===== config.mk =====
export PLATFORM = sky130hd
export DESIGN_NAME = rv32_regfile
export DESIGN_NICKNAME = d
export VERILOG_FILES = /design/src/hdl/rv32_mem_pkg.sv /design/src/hdl/rv32_regfile.sv
export SDC_FILE = /design/constraint.sdc
export NUM_CORES = 1
export LEC_CHECK = 0
export BUFFER_PORTS_ARGS = -buffer_cell sky130_fd_sc_hd__buf_2
export CAP_MARGIN = 20
export CORE_MARGIN = 10
export CORE_UTILIZATION = 55
export DETAILED_ROUTE_END_ITERATION = 12
export PLACE_DENSITY = 0.69
export SLEW_MARGIN = 5
export SYNTH_ARGS = -nofsm -noshare
export SYNTH_HDL_FRONTEND = slang
export SYNTH_SLANG_ARGS = --single-unit

===== constraint.sdc =====
create_clock -name clk -period 3.34 [get_ports clk]
set_input_delay 0.167 -clock clk [delete_from_list [all_inputs] [get_ports clk]]
set_output_delay 0.167 -clock clk [all_outputs]
set_load 0.02 [all_outputs]

===== src/hdl/rv32_mem_pkg.sv =====
package rv32_mem_pkg;

    // Data and address width
    localparam int XLEN = 32;

    // Register index width
    localparam int REG_ADDR_BITS = 5;

    // Word index width of the data RAM, 256 words
    localparam int RAM_ADDR_BITS = 8;

    // Load and store access width, code 2'b11 is unused
    typedef enum logic [1:0] {
        WIDTH_WORD = 2'b00,
        WIDTH_HALF = 2'b01,
        WIDTH_BYTE = 2'b10
    } mem_width_t;

endpackage


===== src/hdl/rv32_regfile.sv =====
module rv32_regfile (
    input  logic                                   clk,
    input  logic                                   write,
    input  logic [rv32_mem_pkg::REG_ADDR_BITS-1:0] write_addr,
    input  logic [rv32_mem_pkg::XLEN-1:0]          write_value,
    input  logic [rv32_mem_pkg::REG_ADDR_BITS-1:0] read_addr,
    output logic [rv32_mem_pkg::XLEN-1:0]          read_value
);
    import rv32_mem_pkg::*;

    localparam int NUM_REGS = 1 << REG_ADDR_BITS;

    logic [XLEN-1:0] regs [NUM_REGS];

    // x0 is never written
    always_ff @(posedge clk) begin
        if (write && write_addr != '0) begin
            regs[write_addr] <= write_value;
        end
    end

    assign read_value = (read_addr == '0) ? '0 : regs[read_addr];

endmodule


-- Yosys cells after proc, flatten, opt, wreduce, memory -nomap -nowiden
Memory sizes are Yosys's and may differ from the RTL's.
Index checks and enable logic that the tools add are counted.
- $add $sub $neg: 0
- multipliers: 0
- div/mod/pow operators: 0
- magnitude comparators: 0
- eq/ne operators: 0
- shifts and indexed selects: 0
- mux-type cells: 3
- bitwise operators: 0
- reduce and logical (&&, ||, !) cells: 3
- operators with widths (operator ; count):
    2-to-1 mux 32 bit ; 1
    zero test 5 bit ; 1
    nonzero test 5 bit ; 1
    2-to-1 mux 1 bit ; 2
    logical AND 1 bit ; 1
- register bits: 0
- bits in latches: 0
- RAM bits: 1024
- ROM bits: 0
- input bits: 44
- output and inout port bits: 32
- word-level logic and storage cells: 7
- memories kept: 1
- memories (memory ; words ; bits a word ; read ports ; clocked after Yosys merged registers in ; wr ports ; line ; source):
    regs ; 32 ; 32 ; 1 ; 0 ; 1 ; rv32_regfile.sv:13 ; logic [XLEN-1:0] regs [NUM_REGS];

-- Longest topological paths before layout
- depth after elaboration: 4
- gate-level depth with buffers: 8
- depth with buffers taken out: 4

-- Worst setup path before layout
OpenSTA, ideal clock, no wires.
- path kind: input -> register
- start: input port write_addr[1] in the netlist's numbering
- end: memory regs[12][0], enable pin
- setup time: 0.421 ns
- arrival time: 2.166 ns
- path slack: 0.753 ns
- stages on the path: 3
- cells stage by stage: or3b_2 > clkbuf_1 > nor2_1
- cells in the longest elaborated chain, start to end: 4
- RTL lines (item ; line ; source):
    start: declaration ; rv32_regfile.sv:4 ; input logic [rv32_mem_pkg::REG_ADDR_BITS-1:0] write_addr,
    nonzero test 5 bit ; rv32_regfile.sv:17 ; if (write && write_addr != '0) begin
    logical AND 1 bit ; rv32_regfile.sv:17 ;
    2-to-1 mux 1 bit ; rv32_regfile.sv:17 ;
    2-to-1 mux 1 bit (not written as such) ; rv32_regfile.sv:18 ; regs[write_addr] <= write_value;
    end: declaration ; rv32_regfile.sv:13 ;
Several ways; a longest one is shown, not always the timed one.

-- Worst setup path in the final report
- start: memory regs[24][22]
- end: output port read_value[22] in the netlist's numbering
- cells in the longest elaborated chain, start to end: 2
- RTL lines (item ; line ; source):
    memory read (32 x 32 bit) ; - ;
    2-to-1 mux 32 bit ; rv32_regfile.sv:22 ; assign read_value = (read_addr == '0) ? '0 : regs[read_addr];
    end: declaration ; rv32_regfile.sv:7 ; output logic [rv32_mem_pkg::XLEN-1:0] read_value
Every way passes these cells.

==> results.py <==
metrics = {
    "status": {
        "run_status": "completed",
    },
    "cts": {
        "clockBufferDepth": 3,
        "cts-root-buf": "clkbuf_16",
        "clock-sinks": 1024,
        "cts_tree": "built",
        "htree_levels": 3,
        "cts_buffers": 102,
        "path_clk_slew_ps": 60,
    },
    "sta": {
        "tightest_slew_ps": 1107,
        "setup_viol": 0,
        "finalMaxSlewViolations": 0,
        "finalSetupTns_ps": 0,
        "hold_viol": 0,
        "slew_headroom_pct": 26.17,
        "timing.final.ws_setup_ps": 547.6,
        "hold_ws_ps": 28.10,
        "fin_crit_sh_pct": 83.60,
        "rsz0062_at_grt": "false",
        "period_needed_ps": 2792,
        "fmax_mhz": 358.1,
    },
    "pwr": {
        "p_per_area_nw_per_um2": 597.4,
        "ir_drop_mv": 0.4116,
        "leakage_uw": 0.01516,
    },
    "routing": {
        "detail-route-antenna-nets": 0,
        "firstDrtPassIters": 6,
        "detail_route.vias_per_cell": 6.436,
        "totalWireLength_um": 97130,
        "drcViolationCount": 0,
        "vias": 20183,
        "drt-initial-drc-count": 2763,
        "wl_per_cell_um": 30.97,
    },
    "hold_path": {
        "min_from": "write_value[24]",
        "whs_path_depth": 1,
        "min_to": "regs[15][24]",
        "hold_class": "primary input to register",
    },
    "setup_path": {
        "crit_required_ps": 3170,
        "cp_num_cells": 6,
        "path_max_fanout": 1,
        "worstSetupPathType": "register to output pin",
        "crit_chain": "mux4_2 -> mux2_2 -> a221oi_1 -> a211oi_1 -> buf_4 -> buf_2",
        "start_kind": "register",
        "max_stage_delay_ps": 460,
        "cpMaxStageDelayCell": "mux4_2",
        "end_kind": "output pin",
        "critical_path.top_delay_family": "multiplexers",
        "cp.arrival_ps": 2630,
        "crit_buf_inv": 2,
    },
    "place": {
        "numPortBuffers": 75,
        "place_congestion": 0.7776,
        "post-dp-hpwl_um": 51020,
        "pre_cts_slack_ps": 628.2,
    },
    "final_layout": {
        "reg_top3": "regs: 1024 flops",
        "fill_cells": 4666,
        "final_util_pct": 63.77,
        "antenna_cells": 0,
        "final_nets": 2152,
        "largest_reg_flops": 1024,
        "top_register": "regs",
        "drive_gt1_share_pct": 21.23,
        "area_growth_pct": 14.80,
    },
    "grt": {
        "grt_pass1_vias": 20429,
        "grt_usage_pct": 23.36,
        "grt_start_max_net_pins": 80,
        "grt-ovfl-total": 0,
        "grt_first_pass_wirelength_um": 140500,
        "antenna_found_initial": 2,
    },
    "die": {
        "num_rows": 98,
        "core_region_area_um2": 71490,
        "die_area_um2": 83350,
        "die_h_um": 288.7,
        "start_util_pct": 55.55,
        "die_x_um": 288.7,
        "ios": 76,
    },
    "synth": {
        "syn_area_per_cell_um2": 20.87,
        "synth-seq-cells": 1024,
        "syn-instance-count": 1903,
        "yosys_warnings": 0,
        "yosysSeqAreaShare_pct": 77.44,
        "syn_area_um2": 39710,
        "ys_types": 30,
    },
    "run": {
        "max-cap-violations": 0,
    },
}
layer usage:
layer	wire length (um)	up-vias	GRT usage, %	part of all wire (%)
met5	13	-	0	0.013
li1	-	8415	-	-
met2	48370	1061	38.77	50
met1	37890	10533	31.70	39
met4	2632	2	7.527	2.7
met3	8225	172	3.553	8.5
per-stage QoR:
stage / power [uW] / cells / area (um2)
after floorplan: 15450 / 1934 / 39830
after global placement: 16010 / 2925 / 41950
after detailed placement: 16060 / 2925 / 41950
after CTS: 27340 / 3136 / 45590
after global routing: 27970 / 3136 / 45590
final: 27230 / 3136 / 45590
where the power goes:
group | internal (uW) | total [uW] | switching [uW]
clock | 6660 | 11400 | 4750
sequential | 14300 | 14400 | 41.3
combinational | 516 | 1450 | 933
worst max-delay path by stage:
stage                             start             end  slack [ps]
final                      regs[24][22]  read_value[22]         550
after global routing       regs[29][22]  read_value[22]         480
after CTS                  regs[24][22]  read_value[22]         480
after detailed placement   read_addr[0]  read_value[22]         630
after global placement     read_addr[0]  read_value[22]         660
after floorplan           write_addr[1]     regs[12][0]         750
synthesized netlist by cell type (all sizes together):
| cell | number | area [um2] |
|---|---|---|
| edfxtp | 1024 | 30750 |
| mux2i | 256 | 2562 |
| mux4 | 128 | 3093 |
| nand2 | 65 | 244.0 |
| o221ai | 64 | 560.5 |
| clkbuf | 61 | 232.7 |
| buf | 57 | 439.2 |
| nor2 | 34 | 127.6 |
| a211oi | 32 | 240.2 |
| a21oi | 32 | 160.2 |
| a221oi | 32 | 349.1 |
| a22oi | 32 | 240.2 |
| mux2 | 32 | 360.4 |
| nand4 | 32 | 200.2 |
| nand3b | 6 | 45.04 |
| or3b | 5 | 43.79 |
| nor2b | 3 | 18.77 |
| nand3 | 2 | 10.01 |
| or3 | 2 | 12.51 |
| and2 | 1 | 6.260 |
| and3 | 1 | 6.260 |
| conb | 1 | 3.750 |
| inv | 1 | 3.750 |
cell usage in the layout, fill, tap and decap left out, types with 11 or more instances in the layout:
| cell | Yosys | routed |
|---|---|---|
| edfxtp_1 | 1024 | 1024 |
| mux2i_1 | 256 | 256 |
| clkbuf_16 | 0 | 103 |
| mux4_2 | 72 | 72 |
| buf_2 | 15 | 71 |
| nand2_1 | 65 | 65 |
| o221ai_1 | 64 | 64 |
| buf_4 | 25 | 61 |
| mux4_1 | 56 | 56 |
| nand4_1 | 32 | 32 |
| mux2_2 | 32 | 32 |
| a211oi_1 | 32 | 32 |
| a21oi_1 | 32 | 32 |
| a22oi_1 | 32 | 32 |
| nor2_4 | 0 | 32 |
| conb_1 | 1 | 32 |
| dlygate4sd3_1 | 0 | 29 |
| buf_12 | 0 | 25 |
| a221oi_1 | 21 | 21 |
| clkinv_1 | 0 | 20 |
| clkbuf_1 | 60 | 16 |
| clkinv_2 | 0 | 15 |
| bufinv_16 | 0 | 13 |
| a221oi_2 | 11 | 11 |
cell families after synthesis:
kind of cell / count (synthesis) / synth area share (%)
compound gates: 192 / 3.904
buf+inv: 119 / 1.701
flops: 1024 / 77.44
mux: 416 / 15.15
other cells: 1 / 0.009444
simple gates: 151 / 1.799
area by class of cell:
| cell class | instances | area [um2] | share of cell area [%] |
|---|---|---|---|
| Clock buffer | 119 | 2638 | 5.786 |
| Clock inverter | 63 | 704.4 | 1.545 |
| Inverter | 1 | 3.754 | 0.008234 |
| Multi-Input combinational cell | 791 | 8667 | 19.01 |
| Sequential cell | 1024 | 30750 | 67.46 |
| Tap cell | 950 | 1189 | 2.608 |
| Timing Repair Buffer | 188 | 1634 | 3.585 |
what timing repair did:
action,CTS,global route
gates resized for setup,0,0
buffers inserted,0,0
hold endpoints to repair,721,0
hold buffers,29,0
(Power assumes the default switching activity.)
