### src/hdl/rv32_branch_pkg.sv
package rv32_branch_pkg;

    // Branch behaviour carried down the pipe with each instruction
    typedef enum logic [1:0] {
        // Not a branch
        BRANCH_NEVER    = 2'b00,
        // Taken when the ALU result is zero
        BRANCH_ZERO     = 2'b01,
        // Taken when the ALU result is non-zero
        BRANCH_NON_ZERO = 2'b10,
        // Jumps
        BRANCH_ALWAYS   = 2'b11
    } branch_op_t;

endpackage

### src/hdl/rv32_mem_pkg.sv
package rv32_mem_pkg;

    // Data and address width
    localparam int XLEN = 32;

    // Register index width
    localparam int REG_ADDR_BITS = 5;

    // Word index width of the data RAM, 256 words
    localparam int RAM_ADDR_BITS = 8;

    // Load and store access width, code 2'b11 is unused
    typedef enum logic [1:0] {
        WIDTH_WORD = 2'b00,
        WIDTH_HALF = 2'b01,
        WIDTH_BYTE = 2'b10
    } mem_width_t;

endpackage

### src/hdl/rv32_branch_unit.sv
module rv32_branch_unit (
    input  logic                        predicted_taken,
    input  logic                        alu_non_zero,
    input  rv32_branch_pkg::branch_op_t op,
    output logic                        mispredicted
);
    import rv32_branch_pkg::*;

    logic taken;

    // Actual outcome of the branch
    always_comb begin
        case (op)
            BRANCH_NEVER:    taken = 1'b0;
            BRANCH_ZERO:     taken = ~alu_non_zero;
            BRANCH_NON_ZERO: taken = alu_non_zero;
            BRANCH_ALWAYS:   taken = 1'b1;
            default:         taken = 1'b0;
        endcase
    end

    // Fetch guessed wrong, the front end has to redirect
    assign mispredicted = taken ^ predicted_taken;

endmodule

### src/hdl/rv32_mem.sv
module rv32_mem (
    input  logic                        clk,
    input  logic                        reset_,

    // From the hazard unit
    input  logic                        stall,
    input  logic                        flush,

    // Control from execute
    input  logic                        branch_predicted_taken,
    input  logic                        valid,
    input  logic                        alu_non_zero,
    input  logic                        read,
    input  logic                        write,
    input  rv32_mem_pkg::mem_width_t    width,
    input  logic                        zero_extend,
    input  rv32_branch_pkg::branch_op_t branch_op,
    input  logic [4:0]                  rd,
    input  logic                        rd_write,

    // Data from execute
    input  logic [31:0]                 result,
    input  logic [31:0]                 rs2_value,
    input  logic [31:0]                 branch_pc,

    // Data RAM read data
    input  logic [31:0]                 data_read_value,

    // Writeback register
    output logic                        valid_out,
    output logic                        branch_mispredicted,
    output logic [4:0]                  rd_out,
    output logic                        rd_write_out,

    // Data RAM bus
    output logic                        data_read,
    output logic                        data_write,
    output logic [3:0]                  data_write_mask,

    output logic [31:0]                 rd_value_out,
    output logic [31:0]                 branch_pc_out,

    output logic [31:0]                 data_address,
    output logic [31:0]                 data_write_value
);
    import rv32_mem_pkg::*;

    logic [15:0]     load_half;
    logic [7:0]      load_byte;
    logic [XLEN-1:0] load_value;

    // ####################################################################
    // Branch resolution

    rv32_branch_unit branch_unit0 (
        .predicted_taken (branch_predicted_taken),
        .alu_non_zero    (alu_non_zero),
        .op              (branch_op),
        .mispredicted    (branch_mispredicted)
    );

    assign branch_pc_out = branch_pc;

    // ####################################################################
    // Store lane steering

    assign data_read    = read;
    assign data_write   = write;
    assign data_address = result;

    always_comb begin
        data_write_value = rs2_value;
        data_write_mask  = 4'b0000;
        if (write) begin
            case (width)
                WIDTH_WORD: begin
                    data_write_mask = 4'b1111;
                end
                WIDTH_HALF: begin
                    // Same halfword on both lanes so the mask can pick one
                    data_write_value = {2{rs2_value[15:0]}};
                    data_write_mask  = result[1] ? 4'b1100 : 4'b0011;
                end
                WIDTH_BYTE: begin
                    data_write_value = {4{rs2_value[7:0]}};
                    data_write_mask  = 4'b0001 << result[1:0];
                end
                default: begin
                    data_write_mask = 4'b0000;
                end
            endcase
        end
    end

    // ####################################################################
    // Load lane select and extension

    assign load_half = result[1] ? data_read_value[31:16] : data_read_value[15:0];

    always_comb begin
        case (result[1:0])
            2'b00:   load_byte = data_read_value[7:0];
            2'b01:   load_byte = data_read_value[15:8];
            2'b10:   load_byte = data_read_value[23:16];
            default: load_byte = data_read_value[31:24];
        endcase
    end

    always_comb begin
        case (width)
            WIDTH_HALF: begin
                load_value = {{16{load_half[15] & ~zero_extend}}, load_half};
            end
            WIDTH_BYTE: begin
                load_value = {{24{load_byte[7] & ~zero_extend}}, load_byte};
            end
            default: begin
                load_value = data_read_value;
            end
        endcase
    end

    // ####################################################################
    // Writeback pipeline register

    always_ff @(posedge clk) begin
        if (!reset_) begin
            valid_out    <= 1'b0;
            rd_out       <= '0;
            rd_write_out <= 1'b0;
            rd_value_out <= '0;
        end else if (!stall) begin
            // A flushed slot still loads its fields but writes nothing
            valid_out    <= valid & ~flush;
            rd_write_out <= rd_write & ~flush;
            rd_out       <= rd;
            rd_value_out <= read ? load_value : result;
        end
    end

endmodule

### config.mk
export PLATFORM = sky130hd
export DESIGN_NAME = rv32_mem
export DESIGN_NICKNAME = d
export VERILOG_FILES = /design/src/hdl/rv32_branch_pkg.sv /design/src/hdl/rv32_mem_pkg.sv /design/src/hdl/rv32_branch_unit.sv /design/src/hdl/rv32_mem.sv
export SDC_FILE = /design/constraint.sdc
export NUM_CORES = 1
export LEC_CHECK = 0
export ABC_AREA = 1
export BUFFER_PORTS_ARGS = -buffer_cell sky130_fd_sc_hd__buf_2
export CORE_AREA = 2 2 111 113
export DETAILED_ROUTE_END_ITERATION = 10
export DIE_AREA = 0 0 113 115
export HOLD_SLACK_MARGIN = 0.02
export PLACE_DENSITY_LB_ADDON = 0.3
export SLEW_MARGIN = 40
export SYNTH_ARGS = -nofsm -noshare
export SYNTH_HDL_FRONTEND = slang
export SYNTH_SLANG_ARGS = --single-unit
### constraint.sdc
create_clock -name clk -period 2.4 [get_ports clk]
set_clock_uncertainty 0.15 [all_clocks]
set_input_delay 0.48 -clock clk [delete_from_list [all_inputs] [get_ports clk]]
set_output_delay 0.48 -clock clk [all_outputs]
set_load 0.1 [all_outputs]
* Word-level counts from Yosys, hierarchy flattened
Cells that the tools add are included.
** Storage, ports and cells
- Flip-flop bits (word level) :: 39
- Input port bits :: 148
- Output and inout port bits :: 142
- Logic and storage cells :: 33
** Cells by class
- Eq/ne operators :: 7
- Shift-type cells :: 1
- Mux-type cells :: 10
- Bitwise operators :: 8
- Reduce and logical (&&, ||, !) cells :: 3
** Operators by type and width (number)
- one-hot mux 32 bit (2 select lines) :: 2
- 2-to-1 mux 32 bit :: 2
- one-hot mux 8 bit (3 select lines) :: 1
- 2-to-1 mux 16 bit :: 1
- one-hot mux 4 bit (3 select lines) :: 1
- equality test 2 bit (second input constant) :: 4
- 2-to-1 mux 4 bit :: 2
- equality test 2 x 1 -> 1 bit (second input constant) :: 3
- logical NOT 2 bit :: 3
- bitwise AND 1 bit :: 4
- one-hot mux 1 bit (4 select lines) :: 1
- << shifter 1 x 2 -> 4 bit (first input constant) :: 1
- NOT 1 bit :: 3
- bitwise XOR 1 bit :: 1

* Longest topological paths before layout
Gate-level depths: netlist of run 1.
- Depth in word-level cells :: 5
- Gate-level depth with buffers :: 11

* By module
Synthesis of run 1 repeated with hierarchy kept, for this count alone.
** Unflattened totals
- Cells, all modules :: 557
- Area, all modules :: 3524.6 sq um
** By module, submodules not included
- rv32_mem :: instances 1, cells an instance 546, area an instance 3480.8 sq um
- rv32_branch_unit :: instances 1, cells an instance 11, area an instance 43.8 sq um

* Least setup slack after synthesis of run 1
OpenSTA, ideal clock, no wires.
- Path kind :: in2out
- From :: input port width[0]
- To :: output port data_write_value[16]
- Data arrival time :: 3.533 ns
- Required time :: 1.770 ns
- Path slack :: -1.763 ns
- Stages on the path :: 7
- Cells stage by stage :: inv_1 > ha_1 > clkbuf_2 > nand2_1 > inv_1 > o21ai_1 > o21ai_0
** Between the ends
- Longest elaborated chain between the ends :: 3
** Ends and longest elaborated chain
- start: declaration :: RTL line rv32_mem.sv:15 : input rv32_mem_pkg::mem_width_t width,
- equality test 2 bit or equality test 2 x 1 -> 1 bit (tied branches) :: RTL line rv32_mem.sv:75 : case (width)
- one-hot mux 32 bit (2 select lines) * :: RTL line rv32_mem.sv:75
- 2-to-1 mux 32 bit * :: RTL line rv32_mem.sv:74 : if (write) begin
- end: declaration :: RTL line rv32_mem.sv:44 : output logic [31:0] data_write_value
Every way passes the cells marked *; elsewhere a longest branch is shown, timed or not.

* Worst setup path after layout of run 1
- From :: input port width[0]
- To :: output port data_write_value[10]
Same word-level chain as after synthesis.

==> flow_summary.json, run 1 <==
{
  "r2r-start": "rd_value_out[28]",
  "whs_endpoint": "rd_out[1]",
  "arrival_ps": 1710,
  "synth.avg_cell_area_um2": 6.14,
  "clkTransAtPathRegs_ps": 60,
  "synth_ff_type": "dfxtp_1",
  "synth_top_cell_by_area": "dfxtp_1",
  "outcome": "finished with violations",
  "chipHeight_um": 115,
  "synth.area.top_cells": "dfxtp_1, buf_4, nand2_1",
  "async_flop_share_pct": 0,
  "drc": 34,
  "final_area_mm2": 0.00508,
  "root_buffer": "clkbuf_16",
  "fin_crit_sh_pct": 97.5,
  "grt_pass1_vias": 3994,
  "clock_sinks": 39,
  "synth_cells": 550,
  "worstSetupPathType": "input pin to output pin",
  "syn_area_mm2": 0.00338,
  "timing.final.ws_setup_ps": 59.4,
  "grt_max_degree": 44,
  "finalNetCount": 849,
  "synth_edf_count": 0,
  "period_minus_slack_ps": 2340,
  "vias": 4079,
  "cts_max_level": 2,
  "r2r-end": "rd_value_out[28]",
  "wl_per_cell_um": 15.0,
  "core-area_mm2": 0.0118,
  "post-route-util_pct": 43.0,
  "drt-initial-drc-count": 325,
  "worst_pin_slew_ps": 589,
  "rsz0062_at_grt": "true",
  "hp-class": "input pin to flip-flop",
  "grt_pass1_wl_um": 20000,
  "fp.dieArea_mm2": 0.0130,
  "ios": 290,
  "dpl.hpwl_um": 10100,
  "place_ws_ps": -82.5,
  "cts_buffers": 5,
  "synth_top_area_share_pct": 23.1,
  "grt-ovfl-total": 0,
  "violations": "design-rule violations",
  "max_freq_mhz": 427,
  "num_rows": 40,
  "clk_path_buf_depth": 2,
  "area_growth_pct": 50.4,
  "initial_core_util_pct": 28.6,
  "ys_ff_latch": 39,
  "viasPerCell": 4.81,
  "yosys_warnings": 0,
  "gp_congestion": 0.900,
  "syn_nets": 702,
  "finalSetupTns_ps": 0,
  "maxSlewViolCount": 0,
  "holdBufCountCts": 0,
  "hold_violations": 0,
  "r2r_setup_slack_ps": 1590,
  "hp-start": "rd[1]",
  "whs_path_depth": 3,
  "max-vdd-ir-drop_mv": 0.276,
  "power_density_mw_per_mm2": 632,
  "fp.dieW_um": 113,
  "track_usage_pct": 18.8,
  "crit_path_start_kind": "input pin",
  "insertion_delay_ps": 280,
  "slew-limit-headroom_pct": 60.7,
  "cp_max_fo": 15,
  "required_ps": 1770,
  "dpl_cell_area_mm2": 0.00491,
  "r2r_cells": 2,
  "hold_ws_ps": 289,
  "ant_nets": 0,
  "drv_cap": 0,
  "drive_gt1_share_pct": 43.4,
  "cp-end-kind": "output pin",
  "synth.distinct_cells": 32,
  "leakagePower_nw": 2.60,
  "setup_viol": 0,
  "cts_tree": "yes",
  "antenna_found_initial": 2,
  "wl_um": 12700,
  "numPortBuffers": 225,
  "drt_pass1_iterations": 8,
  "yosysSeqAreaShare_pct": 23.1
}
## worst max path at each step
stage              from                    to  slack (ps)  depth (start not counted)
2_1_floorplan  width[0]  data_write_value[16]         -10                          7
3_3_place_gp   width[0]    data_write_mask[0]        -100                          8
3_5_place_dp   width[0]    data_write_mask[0]         -80                          8
4_1_cts        width[0]    data_write_mask[2]         0.8                          9
5_1_grt        width[0]  data_write_value[14]         -20                          8
6_report       width[0]  data_write_value[10]          60                          9
## per-stage QoR
stage | std cells | total power [W]
after floorplan | 550 | 0.00237
after global placement | 837 | 0.00257
after detailed placement | 837 | 0.00258
after CTS | 845 | 0.00322
after global routing | 847 | 0.00335
final | 848 | 0.00321
## cell usage after synthesis (2+ instances only)
library cell  count
o21ai_1           3
dfxtp_1          39
buf_4            74
o22ai_1           8
buf_2             5
inv_1            39
or2_2             4
a22oi_1           7
buf_6             2
ha_1              4
nand4_1           4
a211oi_1          4
a21oi_1          71
clkbuf_1         18
a31oi_1           2
buf_1             4
nand2_1         130
a21o_1            7
clkinv_1          2
inv_2             3
nor2_1           29
nand3_1          16
nand2_2           2
o21ai_0          65
## layout make-up
type                    count  area (um2)
repair buffers            244        1720
multi-input cells         362        2050
flip-flops and latches     39         781
clock inverters             1        5.00
inverters                  45         198
clock buffers               7         133
diodes                      3        7.51
fillers                  1227        6740
well taps                 147         184
## cell families (layout without fill, tap and decap cells)
family,Yosys count,count (layout),share of synthesized area (%)
compound gates,170,170,27.2
fa+ha+maj,4,4,1.48
other cells,0,3,0
buf+inv,149,297,25.5
flops,39,39,23.1
mux,1,1,0.297
xor+xnor,1,1,0.259
simple gates,186,186,22.1
## layer usage
metal | vias to the layer above | GRT usage [%] | part of all wire [%]
li1 | 2034 | - | -
met1 | 1852 | 23.3 | 42
met2 | 159 | 32.6 | 50
met3 | 34 | 3.43 | 6.0
met4 | 0 | 7.15 | 2.7
met5 | - | 0 | 0
## layout by cell type (no fill, tap or decap), drive strengths merged
cell type    n
buf        243
nand2      132
a21oi       72
o21ai       69
inv         43
dfxtp       39
nor2        30
nand3       16
o22ai        8
clkbuf       8
a22oi        7
a21o         7
nand4        4
a211oi       4
or2          4
ha           4
diode        3
clkinv       3
a31oi        2
mux2i        1
xnor2        1
o211ai       1
## registers in the layout (all words and copies together) (netlist names)
register      flops
rd_out            5
valid_out         1
rd_value_out     32
rd_write_out      1
## critical path, stage by stage
cell and delay, ps:
clkbuf_4 170, inv_12 40, ha_4 290, nand2_8 60, inv_8 60, buf_12 160
nand2_1 140, o21ai_4 100, buf_12 190
## what timing repair did
item,CTS,global route
pin swaps,0,1
gates resized for setup,1,6
endpoints found under the setup margin,17,14
cloned,0,0
setup buffers,0,0
## power by group
| group | total (W) | internal (W) | switching [W] | leakage (nW) |
|---|---|---|---|---|
| clock | 0.000642 | 0.000384 | 0.000258 | 0.0679 |
| combinational | 0.00185 | 0.000468 | 0.00138 | 2.21 |
| sequential | 0.000716 | 0.000695 | 0.0000211 | 0.324 |
| total | 0.00321 | 0.00155 | 0.00166 | 2.60 |
No activity file was read; power rests on OpenSTA's default activity.
==> run 2: changes to the inputs <==
- ABC_AREA: 1 -> unset
- CORE_AREA: 2 2 111 113 -> 2 2 112 114
- DIE_AREA: 0 0 113 115 -> 0 0 114 116
==> run 2 against run 1 <==
The flow now finishes without violations. Final cell count shrank 16%. Cell area down 3.6%. Wire length up 4.5%. Largest cell class unchanged. Largest power group unchanged.
==> flow_summary.json, run 2 <==
{
  "pwr-share-comb_pct": 53.4,
  "insertion_delay_ps": 280,
  "hold_violations": 0,
  "num_rows": 40,
  "clock_sinks": 39,
  "cts_buffers": 5,
  "switching_power_w": 0.00165,
  "wl_met2_um": 6940,
  "top_layer_used": "met5",
  "synth_top_area_share_pct": 24.9,
  "power_density_mw_per_mm2": 700,
  "worst_pin_slew_ps": 634,
  "async_flop_share_pct": 0,
  "drt-initial-drc-count": 225,
  "finalNetCount": 716,
  "numPortBuffers": 225,
  "max_freq_mhz": 431,
  "crit_path_start_kind": "input pin",
  "root_buffer": "clkbuf_16",
  "fp.dieArea_mm2": 0.0132,
  "clkTransAtPathRegs_ps": 60,
  "layout_commonest_cell": "buf_2",
  "arrival_ps": 1690,
  "grt_pass1_vias": 3544,
  "gp_congestion": 0.812,
  "rsz0062_at_grt": "false",
  "crit_buf_inv": 4,
  "maxSlewViolCount": 0,
  "syn_nets": 562,
  "drive_gt1_share_pct": 53.8,
  "ant_nets": 0,
  "cts_max_level": 2,
  "yosys-top-cells-count": "buf_4, dfxtp_1, a21oi_1",
  "synth_top_cell_by_area": "dfxtp_1",
  "worstSetupPathType": "input pin to output pin",
  "required_ps": 1770,
  "wl_per_cell_um": 18.7,
  "clk_path_buf_depth": 2,
  "leakagePower_nw": 2.30,
  "chipHeight_um": 116,
  "holdBufCountCts": 0,
  "track_usage_pct": 19.1,
  "yosysSeqAreaShare_pct": 24.9,
  "synth.distinct_cells": 42,
  "wl_um": 13300,
  "max-vdd-ir-drop_mv": 0.253,
  "synth_edf_count": 0,
  "post-route-util_pct": 41.1,
  "ys_ff_latch": 39,
  "p_sw_share_pct": 48.1,
  "synth.area.top_cells": "dfxtp_1, buf_4, a21oi_1",
  "slowest_delay_ps": 310,
  "setup_viol": 0,
  "fp.dieW_um": 114,
  "dpl.hpwl_um": 10900,
  "power_frac_clock_pct": 25.5,
  "final_cell_mix": "buf_2, dfxtp_1, a21oi_1, buf_12, nand2_1",
  "period_minus_slack_ps": 2320,
  "grt_pass1_wl_um": 19300,
  "cp-end-kind": "output pin",
  "outcome": "completed",
  "fin_crit_sh_pct": 96.6,
  "p_int_w": 0.00178,
  "vias": 3637,
  "grt_max_degree": 30,
  "cpMaxStageDelayCell": "ha_4",
  "viasPerCell": 5.10,
  "grt-ovfl-total": 0,
  "drt-met1-wl_um": 4870,
  "initial_core_util_pct": 26.3,
  "cts_tree": "yes",
  "synth_ff_type": "dfxtp_1",
  "critPathTopFamily": "buffers and inverters",
  "drt_pass1_iterations": 4,
  "hp-class": "input pin to flip-flop",
  "seqPwrFrac_pct": 21.0,
  "area_growth_pct": 56.0,
  "slew-limit-headroom_pct": 57.5,
  "drc": 0,
  "ios": 290,
  "synth.avg_cell_area_um2": 7.65,
  "wl_met3_um": 1110,
  "cp_max_fo": 12,
  "synth_cells": 410,
  "regMostFlops": "rd_value_out",
  "antenna_found_initial": 4,
  "hold_ws_ps": 295,
  "core-area_mm2": 0.0119,
  "syn_area_mm2": 0.00314,
  "post_cts_buffers": 0,
  "crit_chain": "buf_2 > inv_1 > ha_4 > nand2_4 > clkbuf_16 > a22o_4 > buf_12",
  "top_regs": "rd_value_out x32, rd_out x5",
  "drv_cap": 0,
  "yosys_warnings": 0,
  "yosysMostFrequentCell": "buf_4",
  "largest_reg_flops": 32
}
[run 2: changes by cell type after synthesis, moves of 5 or more]
cell | before | now
nor2b_1 | 0 | 15
nor2_1 | 29 | 16
o21ai_0 | 65 | 35
o22ai_1 | 8 | 3
a21o_1 | 7 | 0
a22o_1 | 0 | 16
inv_1 | 39 | 8
o31ai_1 | 0 | 5
mux2i_1 | 1 | 14
a31oi_1 | 2 | 14
a21oi_1 | 71 | 36
nand2_1 | 130 | 31
o221ai_1 | 0 | 17
[run 2: kinds of logic (layout without fill, tap and decap cells)]
kind of cell / after synthesis / in the layout / synth area share [%]
DFF: 39 / 39 / 24.9
buffers and inverters: 112 / 267 / 23.0
xor gates and xnor gates: 1 / 1 / 0.279
and+or+nand+nor: 91 / 91 / 14.0
other: 0 / 1 / 0
AOI/OAI and AO/OA: 148 / 148 / 31.0
muxes: 15 / 15 / 5.18
adders and majority gates: 4 / 4 / 1.59
[run 2: per-layer routing]
| metal | up-vias | global-route usage (%) |
|---|---|---|
| met5 | - | 0 |
| li1 | 1736 | - |
| met1 | 1673 | 20.3 |
| met2 | 191 | 36.0 |
| met3 | 31 | 5.18 |
| met4 | 6 | 6.83 |
[run 2: what timing repair did]
action | CTS | global route
pin swaps | 0 | 0
gates resized for setup | 4 | 9
setup endpoints to repair | 11 | 19
cloned | 0 | 1
[run 2: final timing paths]
kind	start	endpoint	slack (ps)	depth (start not counted)
setup / recovery	width[1]	data_write_value[22]	80	7
hold / removal	rd[0]	rd_out[0]	290	3
setup reg to reg	rd_value_out[7]	rd_value_out[7]	1400	4
hold reg to reg	rd_value_out[5]	rd_value_out[5]	340	2
[run 2: layout make-up]
| class | count | area, um2 |
|---|---|---|
| Inverter | 8 | 30.0 |
| Multi-Input combinational cell | 259 | 1880 |
| Sequential cell | 39 | 781 |
| Fill cell | 1213 | 7020 |
| Clock inverter | 3 | 67.6 |
| Timing Repair Buffer | 251 | 1830 |
| Antenna cell | 1 | 2.50 |
| Clock buffer | 5 | 125 |
| Tap cell | 147 | 184 |
[run 2: worst min-delay path, delay by kind of cell]
| family | cells | cell delay (ps) |
|---|---|---|
| multiplexers | 1 | 50 |
| buffers and inverters | 1 | 70 |
| AND/OR/NAND/NOR | 1 | 90 |
[run 2: through the flow]
| step | power [W] | cell area [um2] | setup WS [ps] | instances | setup TNS (ps) |
|---|---|---|---|---|---|
| after floorplan | 0.00232 | 3350 | -347 | 410 | -3260 |
| after global placement | 0.00254 | 4620 | -11.8 | 703 | -56.7 |
| after detailed placement | 0.00255 | 4620 | -57.8 | 703 | -514 |
| after CTS | 0.00345 | 4840 | 13.0 | 711 | 0 |
| after global routing | 0.00355 | 4890 | 22.4 | 712 | 0 |
| final | 0.00342 | 4890 | 80.7 | 713 | 0 |
[run 2: power groups by stage]
stage / clock [W] / sequential, W / combinational (W)
2_1_floorplan: 0 / 0.00109 / 0.00124
3_3_place_gp: 0 / 0.000734 / 0.00181
3_5_place_dp: 0 / 0.000735 / 0.00181
4_1_cts: 0.000901 / 0.000721 / 0.00182
5_1_grt: 0.000926 / 0.000727 / 0.00190
6_report: 0.000874 / 0.000721 / 0.00183
